[config.mk]
export PLATFORM = sky130hd
export DESIGN_NAME = spi_top
export DESIGN_NICKNAME = d
export VERILOG_FILES = /design/src/verilog/spi_pkg.sv /design/src/verilog/spi_ctrl_if.sv /design/src/verilog/spi_top.sv /design/src/verilog/spi_engine.sv /design/src/verilog/spi_regs.sv
export VERILOG_INCLUDE_DIRS = /design/src /design/src/verilog
export SDC_FILE = /design/constraint.sdc
export NUM_CORES = 1
export LEC_CHECK = 0
export BUFFER_PORTS_ARGS = -buffer_cell sky130_fd_sc_hd__buf_4
export CAP_MARGIN = 20
export CORE_ASPECT_RATIO = 0.75
export CORE_MARGIN = 3
export CORE_UTILIZATION = 50
export CTS_CLUSTER_DIAMETER = 40
export DETAILED_ROUTE_END_ITERATION = 8
export GPL_TIMING_DRIVEN = 0
export PLACE_DENSITY = 0.7
export REMOVE_ABC_BUFFERS = 1
export SKIP_LAST_GASP = 1
export SLEW_MARGIN = 10
export SYNTH_ARGS = -nofsm -noshare
export SYNTH_HDL_FRONTEND = slang
export SYNTH_SLANG_ARGS = --single-unit
[constraint.sdc]
create_clock -name clk -period 4.5 [get_ports clk]
set_clock_uncertainty 0.2 [all_clocks]
set_input_delay 0.675 -clock clk [delete_from_list [all_inputs] [get_ports clk]]
set_output_delay 0.675 -clock clk [all_outputs]
set_load 0.01 [all_outputs]
[src/verilog/spi_cfg.svh]
`ifndef SPI_CFG_SVH
`define SPI_CFG_SVH

// ----------------------------------------
// Bus geometry
// ----------------------------------------
// Host bus address width, four word slots
`define SPI_ADDR_W 2
// Bus word and SPI byte share one width
`define SPI_DATA_W 8

// ----------------------------------------
// Serial clock timing
// ----------------------------------------
// clk cycles each SCK level is held
`define SPI_HALF_CYCLES 16

`endif
[src/verilog/spi_pkg.sv]
`include "spi_cfg.svh"

package spi_pkg;

  // Register map
  // Address 3 left unmapped, reads as zero
  typedef enum logic [`SPI_ADDR_W-1:0] {
    ADDR_CTRL   = `SPI_ADDR_W'(0),
    ADDR_TXDATA = `SPI_ADDR_W'(1),
    ADDR_RXDATA = `SPI_ADDR_W'(2)
  } spi_addr_e;

  // Bus write word
  // CTRL slot sees the control bits, TXDATA slot sees a raw byte
  typedef union packed {
    struct packed {
      logic [`SPI_DATA_W-3:0] reserved;
      logic                   start;
      logic                   enable;
    } ctrl;
    logic [`SPI_DATA_W-1:0] tx_byte;
  } spi_wdata_u;

endpackage

[src/verilog/spi_ctrl_if.sv]
`include "spi_cfg.svh"

interface spi_ctrl_if;

  // Commands from the register block
  logic                   enable;
  logic                   enable_vld;
  logic                   start;
  logic [`SPI_DATA_W-1:0] tx_data;
  logic                   tx_vld;

  // Status back from the engine
  logic [`SPI_DATA_W-1:0] rx_data;
  logic                   ready;

  modport regs (
    output enable, enable_vld, start, tx_data, tx_vld,
    input  rx_data, ready
  );

  modport engine (
    input  enable, enable_vld, start, tx_data, tx_vld,
    output rx_data, ready
  );

endinterface

[src/verilog/spi_top.sv]
`include "spi_cfg.svh"

module spi_top (
  input  logic                   clk,
  input  logic                   reset_n,

  // Host bus
  input  logic                   bus_cs,
  input  logic                   bus_we,
  input  logic [`SPI_ADDR_W-1:0] bus_addr,
  input  logic [`SPI_DATA_W-1:0] bus_wdata,
  output logic [`SPI_DATA_W-1:0] bus_rdata,

  // SPI pins
  output logic                   spi_ss,
  output logic                   spi_sck,
  output logic                   spi_mosi,
  input  logic                   spi_miso
);

  // Command and status link
  spi_ctrl_if ctrl_if ();

  spi_regs u_regs (
    .clk       (clk),
    .reset_n   (reset_n),
    .bus_cs    (bus_cs),
    .bus_we    (bus_we),
    .bus_addr  (bus_addr),
    .bus_wdata (bus_wdata),
    .bus_rdata (bus_rdata),
    .ctrl      (ctrl_if.regs)
  );

  spi_engine u_engine (
    .clk      (clk),
    .reset_n  (reset_n),
    .ctrl     (ctrl_if.engine),
    .spi_ss   (spi_ss),
    .spi_sck  (spi_sck),
    .spi_mosi (spi_mosi),
    .spi_miso (spi_miso)
  );

endmodule

[src/verilog/spi_engine.sv]
`include "spi_cfg.svh"

module spi_engine (
  input  logic       clk,
  input  logic       reset_n,
  spi_ctrl_if.engine ctrl,
  output logic       spi_ss,
  output logic       spi_sck,
  output logic       spi_mosi,
  input  logic       spi_miso
);

  // ----------------------------------------
  // Constants
  // ----------------------------------------
  localparam logic [2:0] ST_IDLE      = 3'd0;
  localparam logic [2:0] ST_POS_EDGE  = 3'd1;
  localparam logic [2:0] ST_HIGH_WAIT = 3'd2;
  localparam logic [2:0] ST_NEG_EDGE  = 3'd3;
  localparam logic [2:0] ST_LOW_WAIT  = 3'd4;
  localparam logic [2:0] ST_NEXT_BIT  = 3'd5;

  // Half-period counter width covers SPI_HALF_CYCLES
  localparam int CTR_W = $clog2(`SPI_HALF_CYCLES + 1);
  localparam logic [CTR_W-1:0] CTR_LAST = CTR_W'(`SPI_HALF_CYCLES - 1);
  localparam logic [2:0] BIT_LAST = 3'(`SPI_DATA_W - 1);

  // ----------------------------------------
  // State
  // ----------------------------------------
  logic [2:0]             state;
  logic [2:0]             state_nxt;
  logic                   ss_reg;
  logic                   sck_reg;
  logic [`SPI_DATA_W-1:0] tx_reg;
  logic [`SPI_DATA_W-1:0] rx_reg;
  logic [CTR_W-1:0]       half_ctr;
  logic [2:0]             bit_ctr;
  logic                   ready_reg;
  logic                   miso_meta;
  logic                   miso_sync;

  // FSM action flags
  logic sck_set;
  logic sck_clr;
  logic ctr_clr;
  logic bit_clr;
  logic bit_inc;
  logic shift;
  logic rx_clr;
  logic ready_set;
  logic ready_clr;

  // Two-flop MISO synchronizer
  always_ff @(posedge clk) begin
    miso_meta <= spi_miso;
    miso_sync <= miso_meta;
  end

  // ----------------------------------------
  // Controller
  // ----------------------------------------
  always_comb begin
    state_nxt = state;
    sck_set   = 1'b0;
    sck_clr   = 1'b0;
    ctr_clr   = 1'b0;
    bit_clr   = 1'b0;
    bit_inc   = 1'b0;
    shift     = 1'b0;
    rx_clr    = 1'b0;
    ready_set = 1'b0;
    ready_clr = 1'b0;
    case (state)
      ST_IDLE: begin
        // Start honoured only here
        if (ctrl.start) begin
          rx_clr    = 1'b1;
          bit_clr   = 1'b1;
          ready_clr = 1'b1;
          state_nxt = ST_POS_EDGE;
        end
      end
      ST_POS_EDGE: begin
        sck_set   = 1'b1;
        ctr_clr   = 1'b1;
        state_nxt = ST_HIGH_WAIT;
      end
      ST_HIGH_WAIT: begin
        if (half_ctr == CTR_LAST) begin
          state_nxt = ST_NEG_EDGE;
        end
      end
      ST_NEG_EDGE: begin
        sck_clr   = 1'b1;
        ctr_clr   = 1'b1;
        state_nxt = ST_LOW_WAIT;
      end
      ST_LOW_WAIT: begin
        // Sample settled MISO and shift at the end of the low hold
        if (half_ctr == CTR_LAST) begin
          shift     = 1'b1;
          state_nxt = ST_NEXT_BIT;
        end
      end
      ST_NEXT_BIT: begin
        if (bit_ctr == BIT_LAST) begin
          ready_set = 1'b1;
          state_nxt = ST_IDLE;
        end else begin
          bit_inc   = 1'b1;
          state_nxt = ST_POS_EDGE;
        end
      end
      default: begin
        state_nxt = ST_IDLE;
      end
    endcase
  end

  // ----------------------------------------
  // Register update
  // ----------------------------------------
  always_ff @(posedge clk) begin
    if (!reset_n) begin
      state     <= ST_IDLE;
      ss_reg    <= 1'b1;
      sck_reg   <= 1'b0;
      tx_reg    <= '0;
      rx_reg    <= '0;
      half_ctr  <= '0;
      bit_ctr   <= '0;
      ready_reg <= 1'b1;
    end else begin
      state    <= state_nxt;
      half_ctr <= ctr_clr ? '0 : half_ctr + 1'b1;

      // Chip select follows software
      if (ctrl.enable_vld) begin
        ss_reg <= ~ctrl.enable;
      end

      if (sck_set) begin
        sck_reg <= 1'b1;
      end else if (sck_clr) begin
        sck_reg <= 1'b0;
      end

      // New byte loads only while idle and shifts out MSB first
      if (ctrl.tx_vld && ready_reg) begin
        tx_reg <= ctrl.tx_data;
      end else if (shift) begin
        tx_reg <= {tx_reg[`SPI_DATA_W-2:0], 1'b0};
      end

      if (rx_clr) begin
        rx_reg <= '0;
      end else if (shift) begin
        rx_reg <= {rx_reg[`SPI_DATA_W-2:0], miso_sync};
      end

      if (bit_clr) begin
        bit_ctr <= '0;
      end else if (bit_inc) begin
        bit_ctr <= bit_ctr + 3'd1;
      end

      if (ready_clr) begin
        ready_reg <= 1'b0;
      end else if (ready_set) begin
        ready_reg <= 1'b1;
      end
    end
  end

  // Pins and status
  assign spi_ss       = ss_reg;
  assign spi_sck      = sck_reg;
  assign spi_mosi     = tx_reg[`SPI_DATA_W-1];
  assign ctrl.rx_data = rx_reg;
  assign ctrl.ready   = ready_reg;

endmodule

[src/verilog/spi_regs.sv]
`include "spi_cfg.svh"

module spi_regs
  import spi_pkg::*;
(
  input  logic                   clk,
  input  logic                   reset_n,
  input  logic                   bus_cs,
  input  logic                   bus_we,
  input  logic [`SPI_ADDR_W-1:0] bus_addr,
  input  spi_wdata_u             bus_wdata,
  output logic [`SPI_DATA_W-1:0] bus_rdata,
  spi_ctrl_if.regs               ctrl
);

  // ----------------------------------------
  // Access decode
  // ----------------------------------------
  logic wr_ctrl;
  logic wr_tx;
  logic rd_en;

  // Control state
  logic enable_reg;
  logic enable_vld_reg;
  logic start_reg;
  logic tx_vld_reg;

  // Payload and read path
  logic [`SPI_DATA_W-1:0] tx_data_reg;
  logic [`SPI_DATA_W-1:0] rdata_reg;
  logic [`SPI_DATA_W-1:0] read_word;

  assign wr_ctrl = bus_cs && bus_we && (bus_addr == ADDR_CTRL);
  assign wr_tx   = bus_cs && bus_we && (bus_addr == ADDR_TXDATA);
  // Any non-write access is a read
  assign rd_en   = bus_cs && !bus_we;

  // ----------------------------------------
  // Command strobes and levels
  // ----------------------------------------
  always_ff @(posedge clk) begin
    if (!reset_n) begin
      enable_reg     <= 1'b0;
      enable_vld_reg <= 1'b0;
      start_reg      <= 1'b0;
      tx_vld_reg     <= 1'b0;
      rdata_reg      <= '0;
    end else begin
      // Strobes live for exactly one cycle
      enable_vld_reg <= wr_ctrl;
      start_reg      <= wr_ctrl && bus_wdata.ctrl.start;
      tx_vld_reg     <= wr_tx;
      if (wr_ctrl) begin
        enable_reg <= bus_wdata.ctrl.enable;
      end
      // Read data held until the next read
      if (rd_en) begin
        rdata_reg <= read_word;
      end
    end
  end

  // Last byte written, also the readback value
  always_ff @(posedge clk) begin
    if (wr_tx) begin
      tx_data_reg <= bus_wdata.tx_byte;
    end
  end

  // ----------------------------------------
  // Read mux
  // ----------------------------------------
  always_comb begin
    read_word = '0;
    case (spi_addr_e'(bus_addr))
      ADDR_CTRL: begin
        // Status: ready, chip select active
        read_word[0] = ctrl.ready;
        read_word[1] = enable_reg;
      end
      ADDR_TXDATA: begin
        read_word = tx_data_reg;
      end
      ADDR_RXDATA: begin
        read_word = ctrl.rx_data;
      end
      default: begin
        read_word = '0;
      end
    endcase
  end

  // Engine side
  assign ctrl.enable     = enable_reg;
  assign ctrl.enable_vld = enable_vld_reg;
  assign ctrl.start      = start_reg;
  assign ctrl.tx_data    = tx_data_reg;
  assign ctrl.tx_vld     = tx_vld_reg;

  assign bus_rdata = rdata_reg;

endmodule

## After elaboration in Yosys (flattened, before gate mapping)

Index checks and enable logic that the tools add are counted.

| word-level totals | value |
|---|---|
| flip-flop bits (word level) | 52 |
| input port bits | 15 |
| output and inout port bits | 11 |
| word-level logic and storage cells | 72 |

| operators by class | value |
|---|---|
| add/sub/neg operators | 2 |
| equality and inequality tests | 12 |
| mux-type cells | 24 |
| bitwise gates (word level) | 2 |
| reductions and logical operators | 16 |

Operators with widths:

| cell | number |
|---|---|
| case mux 3 bit (6 select lines) | 1 |
| 2-to-1 mux 1 bit | 16 |
| 2-to-1 mux 8 bit | 2 |
| case mux 6 bit (2 select lines) | 1 |
| equality test 3 bit, second input constant | 3 |
| 2-to-1 mux 3 bit | 3 |
| equality test 3 x 2 -> 1 bit, second input constant | 2 |
| logical AND 1 bit | 6 |
| case mux 2 bit (3 select lines) | 1 |
| nonzero test 2 bit | 3 |
| OR reduction 2 bit | 3 |
| adder 5 x 1 -> 5 bit, second input constant | 1 |
| equality test 5 x 4 -> 1 bit, second input constant | 1 |
| != test 2 x 1 -> 1 bit, second input constant | 2 |
| adder 3 x 1 -> 3 bit, second input constant | 1 |
| equality test 3 x 1 -> 1 bit, second input constant | 1 |
| zero test 3 bit | 1 |
| AND reduction 3 bit | 1 |
| equality test 2 x 1 -> 1 bit, second input constant | 1 |
| equality test 2 bit, second input constant | 1 |
| zero test 2 bit | 1 |
| != test 2 bit, second input constant | 1 |
| inverter 1 bit | 2 |
| zero test 1 bit | 1 |

## Logic depth before layout (Yosys ltp)

| depth | value |
|---|---|
| depth in word-level cells | 5 |
| depth in mapped cells | 8 |
| mapped depth without buffers | 6 |

## Modules after synthesis

Synthesis repeated with hierarchy kept, for this count alone.

| unflattened totals | value |
|---|---|
| cell total of the unflattened synthesis | 209 |
| area total of the unflattened synthesis | 2,125.8 um2 |

Modules (own cells, without submodules):

| module | times used | cells an instance | area each (um2) | seq. area each (um2) |
|---|---|---|---|---|
| spi_engine | 1 | 143 | 1,303.8 | 640.6 |
| spi_regs | 1 | 66 | 822.0 | 480.5 |

## Worst setup path after synthesis

No wires, ideal clock.

| timing | value |
|---|---|
| path type | input -> register |
| start | input port bus_addr[1] |
| end | register u_regs.tx_data_reg[0] (netlist: u_regs.ctrl.tx_data[0]) (enable) |
| library setup time | 334 ps |
| arrival time | 1,444 ps |
| path slack | 2,521 ps |
| cell stages on the path | 4 |
| path buffers | 1 |
| path through | inv_1 -> ha_1 -> clkbuf_1 -> and3_1 |

| between the ends | value |
|---|---|
| longest elaborated chain between the ends | 2 |

Ends and longest elaborated chain:

| what | RTL line | source |
|---|---|---|
| start, declared | spi_top.sv:10 | `` input logic [`SPI_ADDR_W-1:0] bus_addr, `` |
| equality test 2 x 1 -> 1 bit | spi_regs.sv:35 | `assign wr_tx = bus_cs && bus_we && (bus_addr == ADDR_TXDATA);` |
| logical AND 1 bit | spi_regs.sv:35 |  |
| named net u_regs.wr_tx | spi_regs.sv:20 | `logic wr_tx;` |
| end signal, assigned | spi_regs.sv:67 | `tx_data_reg <= bus_wdata.tx_byte;` |
| end, declared | spi_regs.sv:30 | `` logic [`SPI_DATA_W-1:0] tx_data_reg; `` |

The timed path passes the listed nets, and every way through them passes these cells.
A chain may end at the register's enable or synchronous reset.

## Final worst setup path

| timing | value |
|---|---|
| start | register u_engine.half_ctr[0] |
| end | register u_engine.tx_reg[2] |

| between the ends | value |
|---|---|
| longest elaborated chain between the ends | 4 |

Ends and longest elaborated chain:

| what | RTL line | source |
|---|---|---|
| start, declared | spi_engine.sv:37 | `logic [CTR_W-1:0] half_ctr;` |
| start signal, assigned | spi_engine.sv:136 | `half_ctr <= ctr_clr ? '0 : half_ctr + 1'b1;` |
| equality test 5 x 4 -> 1 bit | spi_engine.sv:101 | `if (half_ctr == CTR_LAST) begin` |
| 2-to-1 mux 1 bit | spi_engine.sv:101 |  |
| 2-to-1 mux 1 bit | spi_engine.sv:74 | `case (state)` |
| nonzero test 2 bit (no line) | n/a |  |
| end signal, assigned | spi_engine.sv:151 | `tx_reg <= ctrl.tx_data;` |
| end signal, assigned | spi_engine.sv:153 | `` tx_reg <= {tx_reg[`SPI_DATA_W-2:0], 1'b0}; `` |
| end, declared | spi_engine.sv:35 | `` logic [`SPI_DATA_W-1:0] tx_reg; `` |

Every way passes these cells.

==> metrics.md <==
| Metric | Value |
|---|---|
| Synth cell types | 41 |
| Post-synth EDFFs | 8 |
| Hold depth | 0 |
| Max Cap Viol | 0 |
| Total CTS buffers | 5 |
| Routed len/inst | 14.2 µm |
| Final Setup Violations | 0 |
| Design area | 2380 µm² |
| Crit. End Element | flip-flop |
| Crit-path slowest cell | nand4bb_1 |
| Num ports | 26 |
| Via count | 1481 |
| Endpoints failing hold | 0 |
| Reg clk slew, reported paths | 0.09 ns |
| Min Tclk post-route | 2.27 ns |
| Postcts setup bufs | 0 |
| Final worst slack | 2.23 ns |
| 1st-pass router iterations | 5 |
| Clock Root Buffer | clkbuf_8 |
| Die Wd | 81.3 µm |
| Grt total ovfl | 0 |
| H-tree depth | 2 |
| PostCTS Resize Cnt | 0 |
| Power Density | 353 nW/µm² |
| Ys async rst share | 0 |
| Tcrit/Tclk final | 0.503 |
| Core Rows | 19 |
| Worst-margin pin slew | 0.717 ns |
| Layout area overhead | 12.1% |
| Total core area | 3870 µm² |
| Max-slew violations | 0 |
| Synth warnings | 0 |
| Initial antenna violation count | 0 |
| Nets@finish | 248 |
| Ant diodes | 0 |
| Seq/Total Area, Yosys | 0.527 |
| TritonCTS clock tree | built |
| GPL Wtd Cong | 0.820 |
| Maximum vdd drop | 0.000247 V |
| RSZ-0062 raised after global routing | no |
| Reg2Reg Depth | 6 |
| Arrival @ worst endpoint | 2.23 ns |
| Critical-path maximum fanout | 16 |
| Fmax achieved | 0.441 GHz |
| Number of synthesized register bits | 52 |
| Finished Core Util | 0.615 |
| Area after DPL | 2270 µm² |
| Clk buf depth | 2 |
| CP peak stage delay | 0.61 ns |
| # hold bufs at CTS | 0 |
| Data required time at the worst endpoint | 4.46 ns |
| Ys flop type | dfxtp_1 |
| WS Path Type | reg -> reg |
| Die area | 5080 µm² |
| Fin Hold WS | 0.136 ns |
| Post-Place Worst Slack | 2.21 ns |
| Setup TNS | 0 ns |
| Share of cells above drive strength 1 | 0.177 |
| Post-route ant nets | 0 |
| Avg Inst Size Synth | 10.2 µm² |
| Hpwl dp | 2820 µm |
| Vias per cell | 5.33 |
| Pleak | 0.916 nW |
| Number of global-route vias before repair | 1410 |
| CTS Sinks | 52 |
| First-pass GRT wire length | 6710 µm |
| DRT iter0 DRCs | 86 |
| IO buf count | 25 |
| Hold Crit Class | reg -> reg |
| Die height | 62.5 µm |
| Largest net degree at the start of global routing | 31 |
| Crit-path cells | ha_1, and3_1, ha_1, nand4bb_1, nand2_1, a31oi_1 |
| Initial Utilization | 0.549 |
| Clk_lat worst skew | 0.30 ns |
| Total track usage | 0.172 |
| Top cell by count, worst path | ha_1 |
| Cell Area, Synth | 2130 µm² |
| DRC | 0 |
| Status | completed |
| Synthesized instance count | 208 |
| Max_slew headroom | 0.519 |
| Setup crit start kind | flip-flop |
| Routed wire length | 3960 µm |
synthesized netlist by cell type, types with 2 or more instances:
master	count	area (µm²)
nor2b_1	8	50.1
and4bb_4	2	32.5
and3_1	5	31.3
a21oi_1	8	40.0
ha_1	8	100
o21ai_0	9	45.0
a31oi_1	7	43.8
o21ai_1	2	10.0
dfxtp_1	44	881
nor2_1	7	26.3
mux2i_1	4	40.0
xnor2_1	3	26.3
nand3_1	6	30.0
clkbuf_1	6	22.5
edfxtp_1	8	240
buf_6	4	45.0
a22oi_1	6	45.0
nand2b_1	2	12.5
buf_4	2	15.0
a22o_1	6	52.6
a21boi_0	2	15.0
inv_1	3	11.3
a222oi_1	2	20.0
nand2_1	36	135
and2_1	2	12.5
worst max-delay path, delay by kind of cell, from the launching register on:
kind / cells / cell delay [ns]
DFF: 1 / 0.36
AOI/OAI and AO/OA: 1 / 0.12
and+or+nand+nor: 3 / 1.02
adders and majority gates: 2 / 0.42
cell usage in the layout, fill, tap and decap left out, drive strengths merged, types with 4 or more instances in the layout:
master and instances:
nor2b 8, a21oi 8, dfxtp 44, o21ai 12
mux2i 4, nand2 36, nand3 6, a22o 6
buf 25, a22oi 6, inv 4, clkbuf 5
a31oi 7, and3 5, edfxtp 8, ha 8
nor2 7
cells by family (layout without fill, tap and decap cells):
group	count (synthesis)	count (layout)	synth area share
and+or+nand+nor	77	77	0.195
DFF	52	52	0.527
AOI/OAI and AO/OA	45	45	0.141
buffers and inverters	18	36	0.0553
adders and majority gates	8	8	0.0471
xor gates and xnor gates	4	4	0.0165
muxes	4	4	0.0188
worst paths after layout:
kind	to	from	slack, ns
worst min register to register	u_engine.miso_sync	u_engine.miso_meta	0.14
worst min-delay path	u_engine.miso_sync	u_engine.miso_meta	0.14
worst max-delay path	u_engine.tx_reg[2]	u_engine.half_ctr[0]	2.23
worst max register to register	u_engine.tx_reg[2]	u_engine.half_ctr[0]	2.23
stage by stage:
| stage | power (W) | instances |
|---|---|---|
| floorplan | 0.000516 | 193 |
| global placement | 0.000537 | 270 |
| detailed placement | 0.000538 | 270 |
| CTS | 0.000849 | 278 |
| global route | 0.000880 | 278 |
| finish | 0.000842 | 278 |
cell type report:
cell class	instances	area, µm²
inverters	3	11.3
flip-flops and latches	52	1120
well taps	52	65.1
multi-input cells	138	888
fillers	322	1490
repair buffers	25	188
clock buffers	5	68.8
clock inverters	3	41.3
layer usage:
metal,up-vias,global-route usage,wire length [µm]
met3,4,0.0432,215
met1,684,0.232,1970
met5,-,0,0
met2,35,0.258,1710
met4,0,0.0781,64
li1,758,-,-
where the power goes:
part           leakage, nW  switching, W  internal, W  total (W)
Sequential           0.429    0.00000547     0.000480   0.000486
Clock               0.0585      0.000150     0.000165   0.000315
Combinational        0.428     0.0000212    0.0000207  0.0000419
No activity file was read; power rests on OpenSTA's default activity.
